--- src/include/controller_config.svh ---
`ifndef CONTROLLER_CONFIG_SVH
`define CONTROLLER_CONFIG_SVH

// raw instruction word
`define INSTR_WIDTH 32

// opcode field, top six bits
`define OPCODE_MSB 31
`define OPCODE_LSB 26
`define OPCODE_WIDTH (`OPCODE_MSB - `OPCODE_LSB + 1)

// condition field sits right below the opcode
`define COND_MSB 25
`define COND_LSB 22
`define COND_WIDTH (`COND_MSB - `COND_LSB + 1)

// N, Z, C, V
`define FLAG_COUNT 4

`endif

--- src/design/isaPkg.sv ---
`include "controller_config.svh"

package isaPkg;

    // grouped by addressing-mode class, gaps left for the rest of the ISA
    typedef enum logic [`OPCODE_WIDTH-1:0] {
        ADD_R   = 6'h00,
        SUB_R   = 6'h01,
        CMP_R   = 6'h02,
        SHL_R   = 6'h03,
        XOR_R   = 6'h04,

        ADD_I   = 6'h08,
        SUB_I   = 6'h09,
        AND_I   = 6'h0a,
        CMP_I   = 6'h0b,
        TST_I   = 6'h0c,
        SHL_I   = 6'h0d,
        ROR_I   = 6'h0e,

        LDW_PR  = 6'h10, // pc relative
        LDB_PR  = 6'h11,
        LDW_RO  = 6'h12, // register offset
        LDW_IA  = 6'h13, // increment after

        STW_PR  = 6'h18,
        STW_RO  = 6'h19,
        STW_IB  = 6'h1a, // increment before

        MOV_I   = 6'h20,
        MUI_I   = 6'h21, // move upper immediate
        NOT_R   = 6'h22,

        BR_PR   = 6'h28,
        BRL_PR  = 6'h29, // with link
        BR_RO   = 6'h2a,
        BRL_RO  = 6'h2b,

        ILLEGAL = 6'h3f
    } opcodes;

    // codes 8..15 are unused and never pass
    typedef enum logic [`COND_WIDTH-1:0] {
        AL = 4'h0,
        EQ = 4'h1,
        NE = 4'h2,
        CS = 4'h3,
        CC = 4'h4,
        MI = 4'h5,
        PL = 4'h6,
        NV = 4'h7
    } conditions;

    // bit positions inside the flag register
    typedef enum logic [1:0] {
        V = 2'd0,
        C = 2'd1,
        Z = 2'd2,
        N = 2'd3
    } flagIndex;

endpackage

--- src/design/controlPkg.sv ---
package controlPkg;

    typedef enum logic [1:0] {
        FETCH   = 2'd0,
        DECODE  = 2'd1,
        EXECUTE = 2'd2
    } states;

    // operand sources for the datapath, first part is the A side
    typedef enum logic [3:0] {
        NO_OP         = 4'd0,
        NEXTPC_IMM24  = 4'd1,  // pc relative branch
        RFA_IMM19     = 4'd2,  // register branch
        NEXTPC_IMM21B = 4'd3,
        NEXTPC_IMM21C = 4'd4,
        NULL_COMBO    = 4'd5,
        NULL_IMM21B   = 4'd6,
        NULL_RFB      = 4'd7,
        RFA_IMM16A    = 4'd8,
        RFA_IMM16B    = 4'd9,
        RFA_IMM21A    = 4'd10,
        RFA_IMM5      = 4'd11, // shift amount
        RFA_RFB       = 4'd12
    } loadControl;

endpackage

--- src/design/instructionDecoder.sv ---
`timescale 1ns/1ns
`include "controller_config.svh"

module instructionDecoder (
    input  logic                    clk,
    input  logic                    reset,
    input  logic                    enable,
    input  logic                    instrValid,
    input  controlPkg::states       state,
    input  logic [`INSTR_WIDTH-1:0] instrWord,
    output isaPkg::opcodes          opcode,
    output isaPkg::conditions       condition
);

    logic [`INSTR_WIDTH-1:0]  instrReg;
    logic [`OPCODE_WIDTH-1:0] opField;
    logic                     accept;

    assign accept = enable && instrValid && (state == controlPkg::FETCH);

    // all ones decodes as ILLEGAL / never
    always_ff @(posedge clk or posedge reset) begin
        if (reset) begin
            instrReg <= '1;
        end else if (accept) begin
            instrReg <= instrWord;
        end
    end

    assign opField   = instrReg[`OPCODE_MSB:`OPCODE_LSB];
    assign condition = isaPkg::conditions'(instrReg[`COND_MSB:`COND_LSB]);

    always_comb begin
        case (opField)
            isaPkg::ADD_R,
            isaPkg::SUB_R,
            isaPkg::CMP_R,
            isaPkg::SHL_R,
            isaPkg::XOR_R,
            isaPkg::ADD_I,
            isaPkg::SUB_I,
            isaPkg::AND_I,
            isaPkg::CMP_I,
            isaPkg::TST_I,
            isaPkg::SHL_I,
            isaPkg::ROR_I,
            isaPkg::LDW_PR,
            isaPkg::LDB_PR,
            isaPkg::LDW_RO,
            isaPkg::LDW_IA,
            isaPkg::STW_PR,
            isaPkg::STW_RO,
            isaPkg::STW_IB,
            isaPkg::MOV_I,
            isaPkg::MUI_I,
            isaPkg::NOT_R,
            isaPkg::BR_PR,
            isaPkg::BRL_PR,
            isaPkg::BR_RO,
            isaPkg::BRL_RO: opcode = isaPkg::opcodes'(opField);
            default:        opcode = isaPkg::ILLEGAL; // unassigned encoding
        endcase
    end

endmodule

--- src/design/conditionEvaluator.sv ---
`timescale 1ns/1ns
`include "controller_config.svh"

module conditionEvaluator (
    input  logic                   clk,
    input  logic                   reset,
    input  logic                   enable,
    input  logic                   flagsValid,
    input  logic [`FLAG_COUNT-1:0] flagsIn,
    input  isaPkg::conditions      condition,
    output logic                   conditionResult
);

    logic [`FLAG_COUNT-1:0] flags;
    logic                   flagN;
    logic                   flagZ;
    logic                   flagC;

    // status register, written by the datapath
    always_ff @(posedge clk or posedge reset) begin
        if (reset) begin
            flags <= '0;
        end else if (enable && flagsValid) begin
            flags <= flagsIn;
        end
    end

    assign flagN = flags[isaPkg::N];
    assign flagZ = flags[isaPkg::Z];
    assign flagC = flags[isaPkg::C];

    // V is held for the datapath, no condition here tests it
    always_comb begin
        case (condition)
            isaPkg::AL: conditionResult = 1'b1;
            isaPkg::EQ: conditionResult = flagZ;
            isaPkg::NE: conditionResult = !flagZ;
            isaPkg::CS: conditionResult = flagC;
            isaPkg::CC: conditionResult = !flagC;
            isaPkg::MI: conditionResult = flagN;
            isaPkg::PL: conditionResult = !flagN;
            default:    conditionResult = 1'b0; // NV and unused codes
        endcase
    end

endmodule

--- src/design/controlSequencer.sv ---
`timescale 1ns/1ns

module controlSequencer (
    input  logic              clk,
    input  logic              reset,
    input  logic              enable,
    input  logic              instrValid,
    output controlPkg::states state
);

    controlPkg::states stateNext;

    always_ff @(posedge clk or posedge reset) begin
        if (reset) begin
            state <= controlPkg::FETCH;
        end else if (enable) begin // stall freezes the cycle
            state <= stateNext;
        end
    end

    always_comb begin
        stateNext = state;

        case (state)
            controlPkg::FETCH: begin
                // wait here until a word is offered
                if (instrValid) begin
                    stateNext = controlPkg::DECODE;
                end
            end

            controlPkg::DECODE:  stateNext = controlPkg::EXECUTE;
            controlPkg::EXECUTE: stateNext = controlPkg::FETCH;

            default: stateNext = controlPkg::FETCH; // unused encoding
        endcase
    end

endmodule

--- src/design/loadOutputLogic.sv ---
`timescale 1ns/1ns

module loadOutputLogic (
    input  logic                   clk,
    input  logic                   reset,
    input  logic                   enable,
    input  isaPkg::opcodes         opcode,
    input  controlPkg::states      state,
    input  logic                   conditionResult,
    output controlPkg::loadControl loadControl
);

    controlPkg::loadControl loadControlNext;

    // value shows up while the sequencer sits in EXECUTE
    always_ff @(posedge clk or posedge reset) begin
        if (reset) begin
            loadControl <= controlPkg::NO_OP;
        end else if (enable) begin
            loadControl <= loadControlNext;
        end
    end

    always_comb begin
        loadControlNext = controlPkg::NO_OP;

        if (state == controlPkg::DECODE) begin
            case (opcode)
                // branch not taken, nothing to load
                isaPkg::BR_PR,
                isaPkg::BRL_PR: begin
                    loadControlNext = conditionResult ? controlPkg::NEXTPC_IMM24
                                                      : controlPkg::NO_OP;
                end

                isaPkg::BR_RO,
                isaPkg::BRL_RO: begin
                    loadControlNext = conditionResult ? controlPkg::RFA_IMM19
                                                      : controlPkg::NO_OP;
                end

                isaPkg::LDW_PR,
                isaPkg::LDB_PR: loadControlNext = controlPkg::NEXTPC_IMM21B;

                isaPkg::STW_PR: loadControlNext = controlPkg::NEXTPC_IMM21C;

                isaPkg::MUI_I:  loadControlNext = controlPkg::NULL_COMBO;
                isaPkg::MOV_I:  loadControlNext = controlPkg::NULL_IMM21B;
                isaPkg::NOT_R:  loadControlNext = controlPkg::NULL_RFB;

                isaPkg::ADD_I,
                isaPkg::SUB_I,
                isaPkg::AND_I,
                isaPkg::LDW_RO,
                isaPkg::LDW_IA: loadControlNext = controlPkg::RFA_IMM16A;

                isaPkg::STW_RO,
                isaPkg::STW_IB: loadControlNext = controlPkg::RFA_IMM16B;

                // compares only set flags, wider immediate
                isaPkg::CMP_I,
                isaPkg::TST_I:  loadControlNext = controlPkg::RFA_IMM21A;

                isaPkg::SHL_I,
                isaPkg::ROR_I:  loadControlNext = controlPkg::RFA_IMM5;

                isaPkg::ADD_R,
                isaPkg::SUB_R,
                isaPkg::CMP_R,
                isaPkg::SHL_R,
                isaPkg::XOR_R:  loadControlNext = controlPkg::RFA_RFB;

                default:        loadControlNext = controlPkg::NO_OP; // ILLEGAL
            endcase
        end
    end

endmodule

--- src/design/controlUnit.sv ---
`timescale 1ns/1ns
`include "controller_config.svh"

module controlUnit (
    input  logic                    clk,
    input  logic                    reset,
    input  logic                    enable,
    input  logic                    instrValid,
    input  logic                    flagsValid,
    input  logic [`INSTR_WIDTH-1:0] instrWord,
    input  logic [`FLAG_COUNT-1:0]  flagsIn,
    output controlPkg::states       state,
    output controlPkg::loadControl  loadControl
);

    isaPkg::opcodes    opcode;
    isaPkg::conditions condition;
    logic              conditionResult;

    instructionDecoder decoder_i (
        .clk        (clk),
        .reset      (reset),
        .enable     (enable),
        .instrValid (instrValid),
        .state      (state),
        .instrWord  (instrWord),
        .opcode     (opcode),
        .condition  (condition)
    );

    conditionEvaluator evaluator_i (
        .clk             (clk),
        .reset           (reset),
        .enable          (enable),
        .flagsValid      (flagsValid),
        .flagsIn         (flagsIn),
        .condition       (condition),
        .conditionResult (conditionResult)
    );

    controlSequencer sequencer_i (
        .clk        (clk),
        .reset      (reset),
        .enable     (enable),
        .instrValid (instrValid),
        .state      (state)
    );

    loadOutputLogic loadOutput_i (
        .clk             (clk),
        .reset           (reset),
        .enable          (enable),
        .opcode          (opcode),
        .state           (state),
        .conditionResult (conditionResult),
        .loadControl     (loadControl)
    );

endmodule

--- config.mk ---
export PLATFORM = sky130hd
export DESIGN_NAME = controlUnit
export DESIGN_NICKNAME = d
export VERILOG_FILES = /design/src/design/isaPkg.sv /design/src/design/controlPkg.sv /design/src/design/instructionDecoder.sv /design/src/design/conditionEvaluator.sv /design/src/design/controlSequencer.sv /design/src/design/loadOutputLogic.sv /design/src/design/controlUnit.sv
export VERILOG_INCLUDE_DIRS = /design/src /design/src/include
export SDC_FILE = /design/constraint.sdc
export NUM_CORES = 1
export LEC_CHECK = 0
export ABC_AREA = 0
export BUFFER_PORTS_ARGS = -buffer_cell sky130_fd_sc_hd__buf_2
export CORE_MARGIN = 1
export CORE_UTILIZATION = 46
export CTS_CLUSTER_SIZE = 8
export DETAILED_ROUTE_END_ITERATION = 10
export GPL_TIMING_DRIVEN = 0
export PLACE_DENSITY = 0.79
export SLEW_MARGIN = 20
export SYNTH_ARGS = -nofsm -noshare
export SYNTH_HDL_FRONTEND = slang
export SYNTH_SLANG_ARGS = --single-unit
--- constraint.sdc ---
create_clock -name clk -period 2.2 [get_ports clk]
set_input_delay 0.44 -clock clk [delete_from_list [all_inputs] [get_ports clk]]
set_output_delay 0.44 -clock clk [all_outputs]
set_load 0.05 [all_outputs]
==> flow_summary.toml, run 1 <==
[final_layout]
final_layout_size_suffix_gt1_share_pct = 41.94
antenna_cells_inserted = 0
nets = 166
stdcell_area_um2 = 1214
utilization_pct = 59.44
flow.area_growth_from_synthesis_pct = 17.29
n_fill_cell = 194

[placed_design]
dpl.hpwl_um = 1541
portBuffers = 23
globalplace.congestion = 0.8511
placement.cell_area_um2 = 1184
place_worst_setup_slack_ns = 0.4097

[critical_path]
setup.worst_path.end_class = "flop"
launching_element_type_of_the_critical_path = "flop"
critPathBufInv = 2
cp_class = "flop to flop"
rr_startpoint = "decoder_i.instrReg[29]"
crit_family = "simple AND/OR/NAND/NOR gates"
timing.critical_path.cells = "buf_6, inv_4, or3_4, a2111oi_4, and3_1, a21o_1"
cp_slowest_stage_delay_ns = 0.54
timing.critical_path.fanout_max = 10
critical_path_arrival_ns = 2.08
reg2regPathDepth = 6
worstReg2RegEnd = "loadOutput_i.loadControl[1]"
required_ns = 2.45
cpMaxStageDelayCell = "sky130_fd_sc_hd__dfstp_2"
timing.reg2reg.setup_slack_ns = 0.37

[synth]
synth_edf_count = 0
synth.net_count = 138
synth_top_cell_by_area = "sky130_fd_sc_hd__dfstp_2"
yosys.cell_types.count = 36
synth_async_sr_flop_share_pct = 100.0
synthesis.yosys.warnings = 0
synthTopCellsByArea = "sky130_fd_sc_hd__dfstp_2, sky130_fd_sc_hd__dfrtp_1, sky130_fd_sc_hd__mux2_2"
netlist.area_leader.share_pct = 25.39
postSynth.topFlopCell = "sky130_fd_sc_hd__dfstp_2"
synthesis.area_per_instance_um2 = 10.67
synth_seq_area_share_pct = 47.16
synth.ff_latch_count = 19
synthCells = 97
mappedNetlistArea_um2 = 1035

[hold_path]
worst_hold_path_type = "input port to async pin"

[die]
die_y_um = 49.43
die-width_um = 49.43
initial_utilization_pct = 50.67
floorplan.io_pins = 47
fp-row-count = 16
placeableCoreArea_um2 = 2042
die_area_um2 = 2443

[sta]
worst_slew_margin_rel_pct = 51.47
finalSetupViolCount = 0
final_max_slew_viol_count = 0
final-hold-violation-count = 0
period_needed_ns = 1.828
clock_skew_ns = 0.001822
setup_repair_after_global_routing_missed_its_margin = "false"
worst_pin_slew_ns = 0.7272
final_min_period_over_clock_period_pct = 83.08
finalWorstSetupSlack_ns = 0.3723
highest_clock_rate_mhz = 547.1
hold-worst-slack_ns = 0.2372
sum_neg_setup_slack_ns = 0

[power_and_ir_drop]
cellLeakagePower_nw = 0.5426
cell_internal_pwr_mw = 0.7514
sw_frac_of_total_pct = 38.76
pwr-share-clk_pct = 15.0
combPwrFrac_pct = 39.0
power_density_nw_per_um2 = 1011
vdd_drop_max_v = 0.0006303
switchingPower_mw = 0.4757
seq_power_share_pct = 46.0

[route]
drc = 0
first_pass_iters = 3
num_vias = 790
route.detailed.vias_per_inst = 5.232
drt_iter0_markers = 12
routed_wirelength_um = 2037
route.detailed.wl_per_inst_um = 13.49
drt.antenna.violating_nets = 0

[global_routing]
grt.overflow.total = 0
grt_pass1_vias = 768
antenna_found_initial = 0
grt_pass1_wl_um = 3512
global_route_usage_over_all_layers_pct = 19.24
grt_max_degree = 20

[clocking]
number_of_gates_resized_after_cts = 0
clockRootBuffer = "sky130_fd_sc_hd__clkbuf_4"
post_cts.repair.setup_buffers = 0
cts.sinks = 19
clk-insertion-delay-late_ns = 0.30
clk_pin_slew_ns = 0.11
cts_hold_buf = 0
cts_tree = "yes"
cts_buffers = 3
clk_path_buf_depth = 2
h-tree-depth = 1

[job]
cap_viol_max_count = 0

[outcome]
status = "completed"
[sequential cells by signal, summed over array words and instances (netlist names)]
name,count
loadOutput_i.loadControl,4
sequencer_i.state,2
evaluator_i.flags,3
decoder_i.instrReg,10
[area by class of cell]
type / instances / area [um2] / area share [%]
Inverter: 6 / 25.02 / 2.062
Tap cell: 27 / 33.78 / 2.784
Buffer: 5 / 28.78 / 2.371
Clock inverter: 1 / 7.507 / 0.6186
Clock buffer: 3 / 22.52 / 1.856
Multi-Input combinational cell: 67 / 493.0 / 40.62
Sequential cell: 19 / 488.0 / 40.21
Timing Repair Buffer: 23 / 115.1 / 9.485
[cells in the mapped netlist, types with 3 or more instances]
library cell and instances:
sky130_fd_sc_hd__nor2b_1 3, sky130_fd_sc_hd__dfstp_2 10, sky130_fd_sc_hd__nand2_1 9, sky130_fd_sc_hd__nand3b_1 4, sky130_fd_sc_hd__a21oi_1 3, sky130_fd_sc_hd__mux2_1 3, sky130_fd_sc_hd__dfrtp_1 9, sky130_fd_sc_hd__a21o_1 3
sky130_fd_sc_hd__mux2_2 7, sky130_fd_sc_hd__nor2_1 4, sky130_fd_sc_hd__o21ai_0 7, sky130_fd_sc_hd__inv_1 4, sky130_fd_sc_hd__a211oi_1 3
[per-layer routing]
metal / global-route usage, % / up-vias / wire, um / share of wire, %
met3: 4.673 / 2 / 71 / 3.5
met2: 33.56 / 16 / 1003 / 49
li1: - / 401 / - / -
met1: 23.21 / 371 / 940 / 46
met5: 0 / - / 0 / 0
met4: 5.714 / 0 / 22 / 1.1
[cells in the final DEF (no fill, tap or decap), types with 2 or more instances in the layout]
master and n:
sky130_fd_sc_hd__o31ai_1 2, sky130_fd_sc_hd__dfrtp_1 9, sky130_fd_sc_hd__a21oi_1 3, sky130_fd_sc_hd__dfstp_2 10
sky130_fd_sc_hd__nor2_1 4, sky130_fd_sc_hd__a31oi_1 2, sky130_fd_sc_hd__xnor2_1 2, sky130_fd_sc_hd__inv_1 4
sky130_fd_sc_hd__o21ai_0 7, sky130_fd_sc_hd__a211oi_1 3, sky130_fd_sc_hd__mux2_2 7, sky130_fd_sc_hd__clkbuf_4 3
sky130_fd_sc_hd__nand3b_1 4, sky130_fd_sc_hd__a21o_1 3, sky130_fd_sc_hd__nor2b_1 3, sky130_fd_sc_hd__clkbuf_1 2
sky130_fd_sc_hd__nand2_1 9, sky130_fd_sc_hd__buf_2 25, sky130_fd_sc_hd__mux2_1 3
[worst max path at each step]
stage                                      start                           to  slack, ns  cells after the start
final                     decoder_i.instrReg[29]  loadOutput_i.loadControl[1]       0.37                      6
after global routing      decoder_i.instrReg[29]  loadOutput_i.loadControl[1]       0.28                      6
after CTS                 decoder_i.instrReg[29]  loadOutput_i.loadControl[1]       0.36                      6
after detailed placement  decoder_i.instrReg[29]  loadOutput_i.loadControl[1]       0.41                      6
after global placement    decoder_i.instrReg[29]  loadOutput_i.loadControl[1]       0.43                      6
after floorplan           decoder_i.instrReg[29]  loadOutput_i.loadControl[1]       0.51                      6
[cell families (layout without fill, tap and decap cells)]
kind of cell / after synthesis / count (layout) / share of synthesized area, %
AO/OA/AOI/OAI: 26 / 26 / 18.26
XOR/XNOR: 3 / 3 / 2.540
adder cells (fa/ha/maj): 1 / 1 / 0.9674
buffers and inverters: 11 / 38 / 5.199
flip-flops: 19 / 19 / 47.16
multiplexers: 11 / 11 / 11.85
AND/OR/NAND/NOR: 26 / 26 / 14.03
[power groups by stage]
stage          Sequential [mW]  Clock (mW)  Combinational (mW)
6_report                 0.565       0.184               0.478
5_1_grt                  0.583       0.206               0.526
4_1_cts                  0.565       0.191               0.482
3_5_place_dp             0.572           0               0.481
3_3_place_gp             0.562           0               0.462
2_1_floorplan            0.611           0               0.326
[per-stage QoR]
step           total power [mW]  instances
3_3_place_gp              1.024        147
3_5_place_dp              1.053        147
5_1_grt                   1.315        151
4_1_cts                   1.238        151
2_1_floorplan            0.9368         97
6_report                  1.227        151
(Power assumes the default switching activity.)
==> inputs of run 2 (changes only) <==
Clock period 2.2 ns to 1.9 ns, I/O delays scaled along.
==> run 2 against run 1 <==
Against the previous run: global-route usage unchanged; clock skew barely moved; critical path type unchanged; final area rose by 0.41%; flip-flop and latch count is the same; highest routed layer unchanged.
==> flow_summary.toml, run 2 (synthesis gave the netlist of run 1 again) <==
[die]
die_area_um2 = 2443
die-width_um = 49.43
initial_utilization_pct = 50.67
fp-row-count = 16
placeableCoreArea_um2 = 2042
die_y_um = 49.43
floorplan.io_pins = 47

[clocking]
cts_tree = "yes"
cts.sinks = 19
clk_pin_slew_ns = 0.11
h-tree-depth = 1
clockRootBuffer = "sky130_fd_sc_hd__clkbuf_4"
clk-insertion-delay-late_ns = 0.30
cts_hold_buf = 0
post_cts.repair.setup_buffers = 0
number_of_gates_resized_after_cts = 0
cts_buffers = 3
clk_path_buf_depth = 2

[global_routing]
grt.overflow.total = 0
grt_pass1_wl_um = 3512
antenna_found_initial = 0
grt_pass1_vias = 768
global_route_usage_over_all_layers_pct = 19.24
grt_max_degree = 20

[route]
routed_wirelength_um = 2042
first_pass_iters = 4
route.detailed.wl_per_inst_um = 13.52
drc = 0
drt_iter0_markers = 6
num_vias = 800
drt.antenna.violating_nets = 0
route.detailed.vias_per_inst = 5.298

[critical_path]
launching_element_type_of_the_critical_path = "flop"
required_ns = 2.15
cp_class = "flop to flop"
cpMaxStageDelayCell = "sky130_fd_sc_hd__dfstp_2"
critical_path_arrival_ns = 1.95
setup.worst_path.end_class = "flop"
timing.critical_path.cells = "buf_6, inv_4, or3_4, a2111oi_4, and3_4, a21o_1"
timing.critical_path.fanout_max = 10
cp_slowest_stage_delay_ns = 0.54

[placed_design]
place_worst_setup_slack_ns = 0.1097
globalplace.congestion = 0.8511
placement.cell_area_um2 = 1184
dpl.hpwl_um = 1541
portBuffers = 23

[power_and_ir_drop]
vdd_drop_max_v = 0.0007307
cellLeakagePower_nw = 0.5409
power_density_nw_per_um2 = 1169

[outcome]
status = "completed"

[sta]
finalWorstSetupSlack_ns = 0.1981
worst_pin_slew_ns = 0.7268
finalSetupViolCount = 0
setup_repair_after_global_routing_missed_its_margin = "false"
highest_clock_rate_mhz = 587.6
final-hold-violation-count = 0
final_max_slew_viol_count = 0
clock_skew_ns = 0.001824
period_needed_ns = 1.702
worst_slew_margin_rel_pct = 51.49
sum_neg_setup_slack_ns = 0
final_min_period_over_clock_period_pct = 89.57

[final_layout]
nets = 166
antenna_cells_inserted = 0
utilization_pct = 59.68
flow.area_growth_from_synthesis_pct = 17.78
reg_top3 = "decoder_i.instrReg (10), loadOutput_i.loadControl (4), evaluator_i.flags (3)"
layout.cells.most_common = "sky130_fd_sc_hd__buf_2"
largest_register_ff_count = 10
layout_common_cells = "sky130_fd_sc_hd__buf_2, sky130_fd_sc_hd__dfstp_2, sky130_fd_sc_hd__nand2_1, sky130_fd_sc_hd__dfrtp_1"
final_layout_size_suffix_gt1_share_pct = 42.74
register_with_the_most_flip_flops = "decoder_i.instrReg"
stdcell_area_um2 = 1219

[hold_path]
worst_hold_path_type = "input port to async pin"

[job]
cap_viol_max_count = 0
-- run 2: cell count changes in the layout (fill, tap and decap cells not counted) --
cell	previous run	this run
sky130_fd_sc_hd__and3_1	1	0
sky130_fd_sc_hd__and3_4	0	1
-- run 2: stage by stage --
stage	power, mW	std cells	hold WS, ns
2_1_floorplan	1.085	97	0.3238
3_3_place_gp	1.186	147	0.4796
3_5_place_dp	1.220	147	0.4864
4_1_cts	1.433	151	0.1849
5_1_grt	1.527	151	0.2207
6_report	1.425	151	0.1771
-- run 2: where the power goes --
group,internal (mW),switching [mW]
Sequential,0.558,0.0965
Combinational,0.233,0.326
Clock,0.0802,0.132
-- run 2: final timing paths --
check	slack, ns	from	cells past startpoint	to
worst max-delay path	0.20	decoder_i.instrReg[29]	6	loadOutput_i.loadControl[1]
worst min-delay path	0.18	reset	2	evaluator_i.flags[1]
worst max register to register	0.20	decoder_i.instrReg[29]	6	loadOutput_i.loadControl[1]
worst min register to register	0.51	loadOutput_i.loadControl[2]	2	loadOutput_i.loadControl[2]
max in group asynchronous	1.27	reset	2	sequencer_i.state[0]
min in group clk	0.28	instrWord[29]	3	decoder_i.instrReg[29]
-- run 2: metal layers --
metal,track usage (%),wire (um)
met3,4.673,76
met4,5.714,22
met1,23.21,925
met5,0,0
met2,33.56,1018
-- run 2: area by class of cell --
| class | count | area [um2] |
|---|---|---|
| fill | 196 | 823.3 |
| buffer | 5 | 28.78 |
| multi-input combinational | 67 | 498.0 |
| clock buffer | 3 | 22.52 |
| tap | 27 | 33.78 |
| timing repair buffer | 23 | 115.1 |
| inverter | 6 | 25.02 |
| sequential | 19 | 488.0 |
| clock inverter | 1 | 7.507 |
-- run 2: worst max-delay path: cells and delay by family, from the launching register on --
family                 cells  cell delay (ns)
AOI/OAI and AO/OA          2             0.31
buffers and inverters      2             0.17
DFF                        1             0.54
and+or+nand+nor            2             0.63
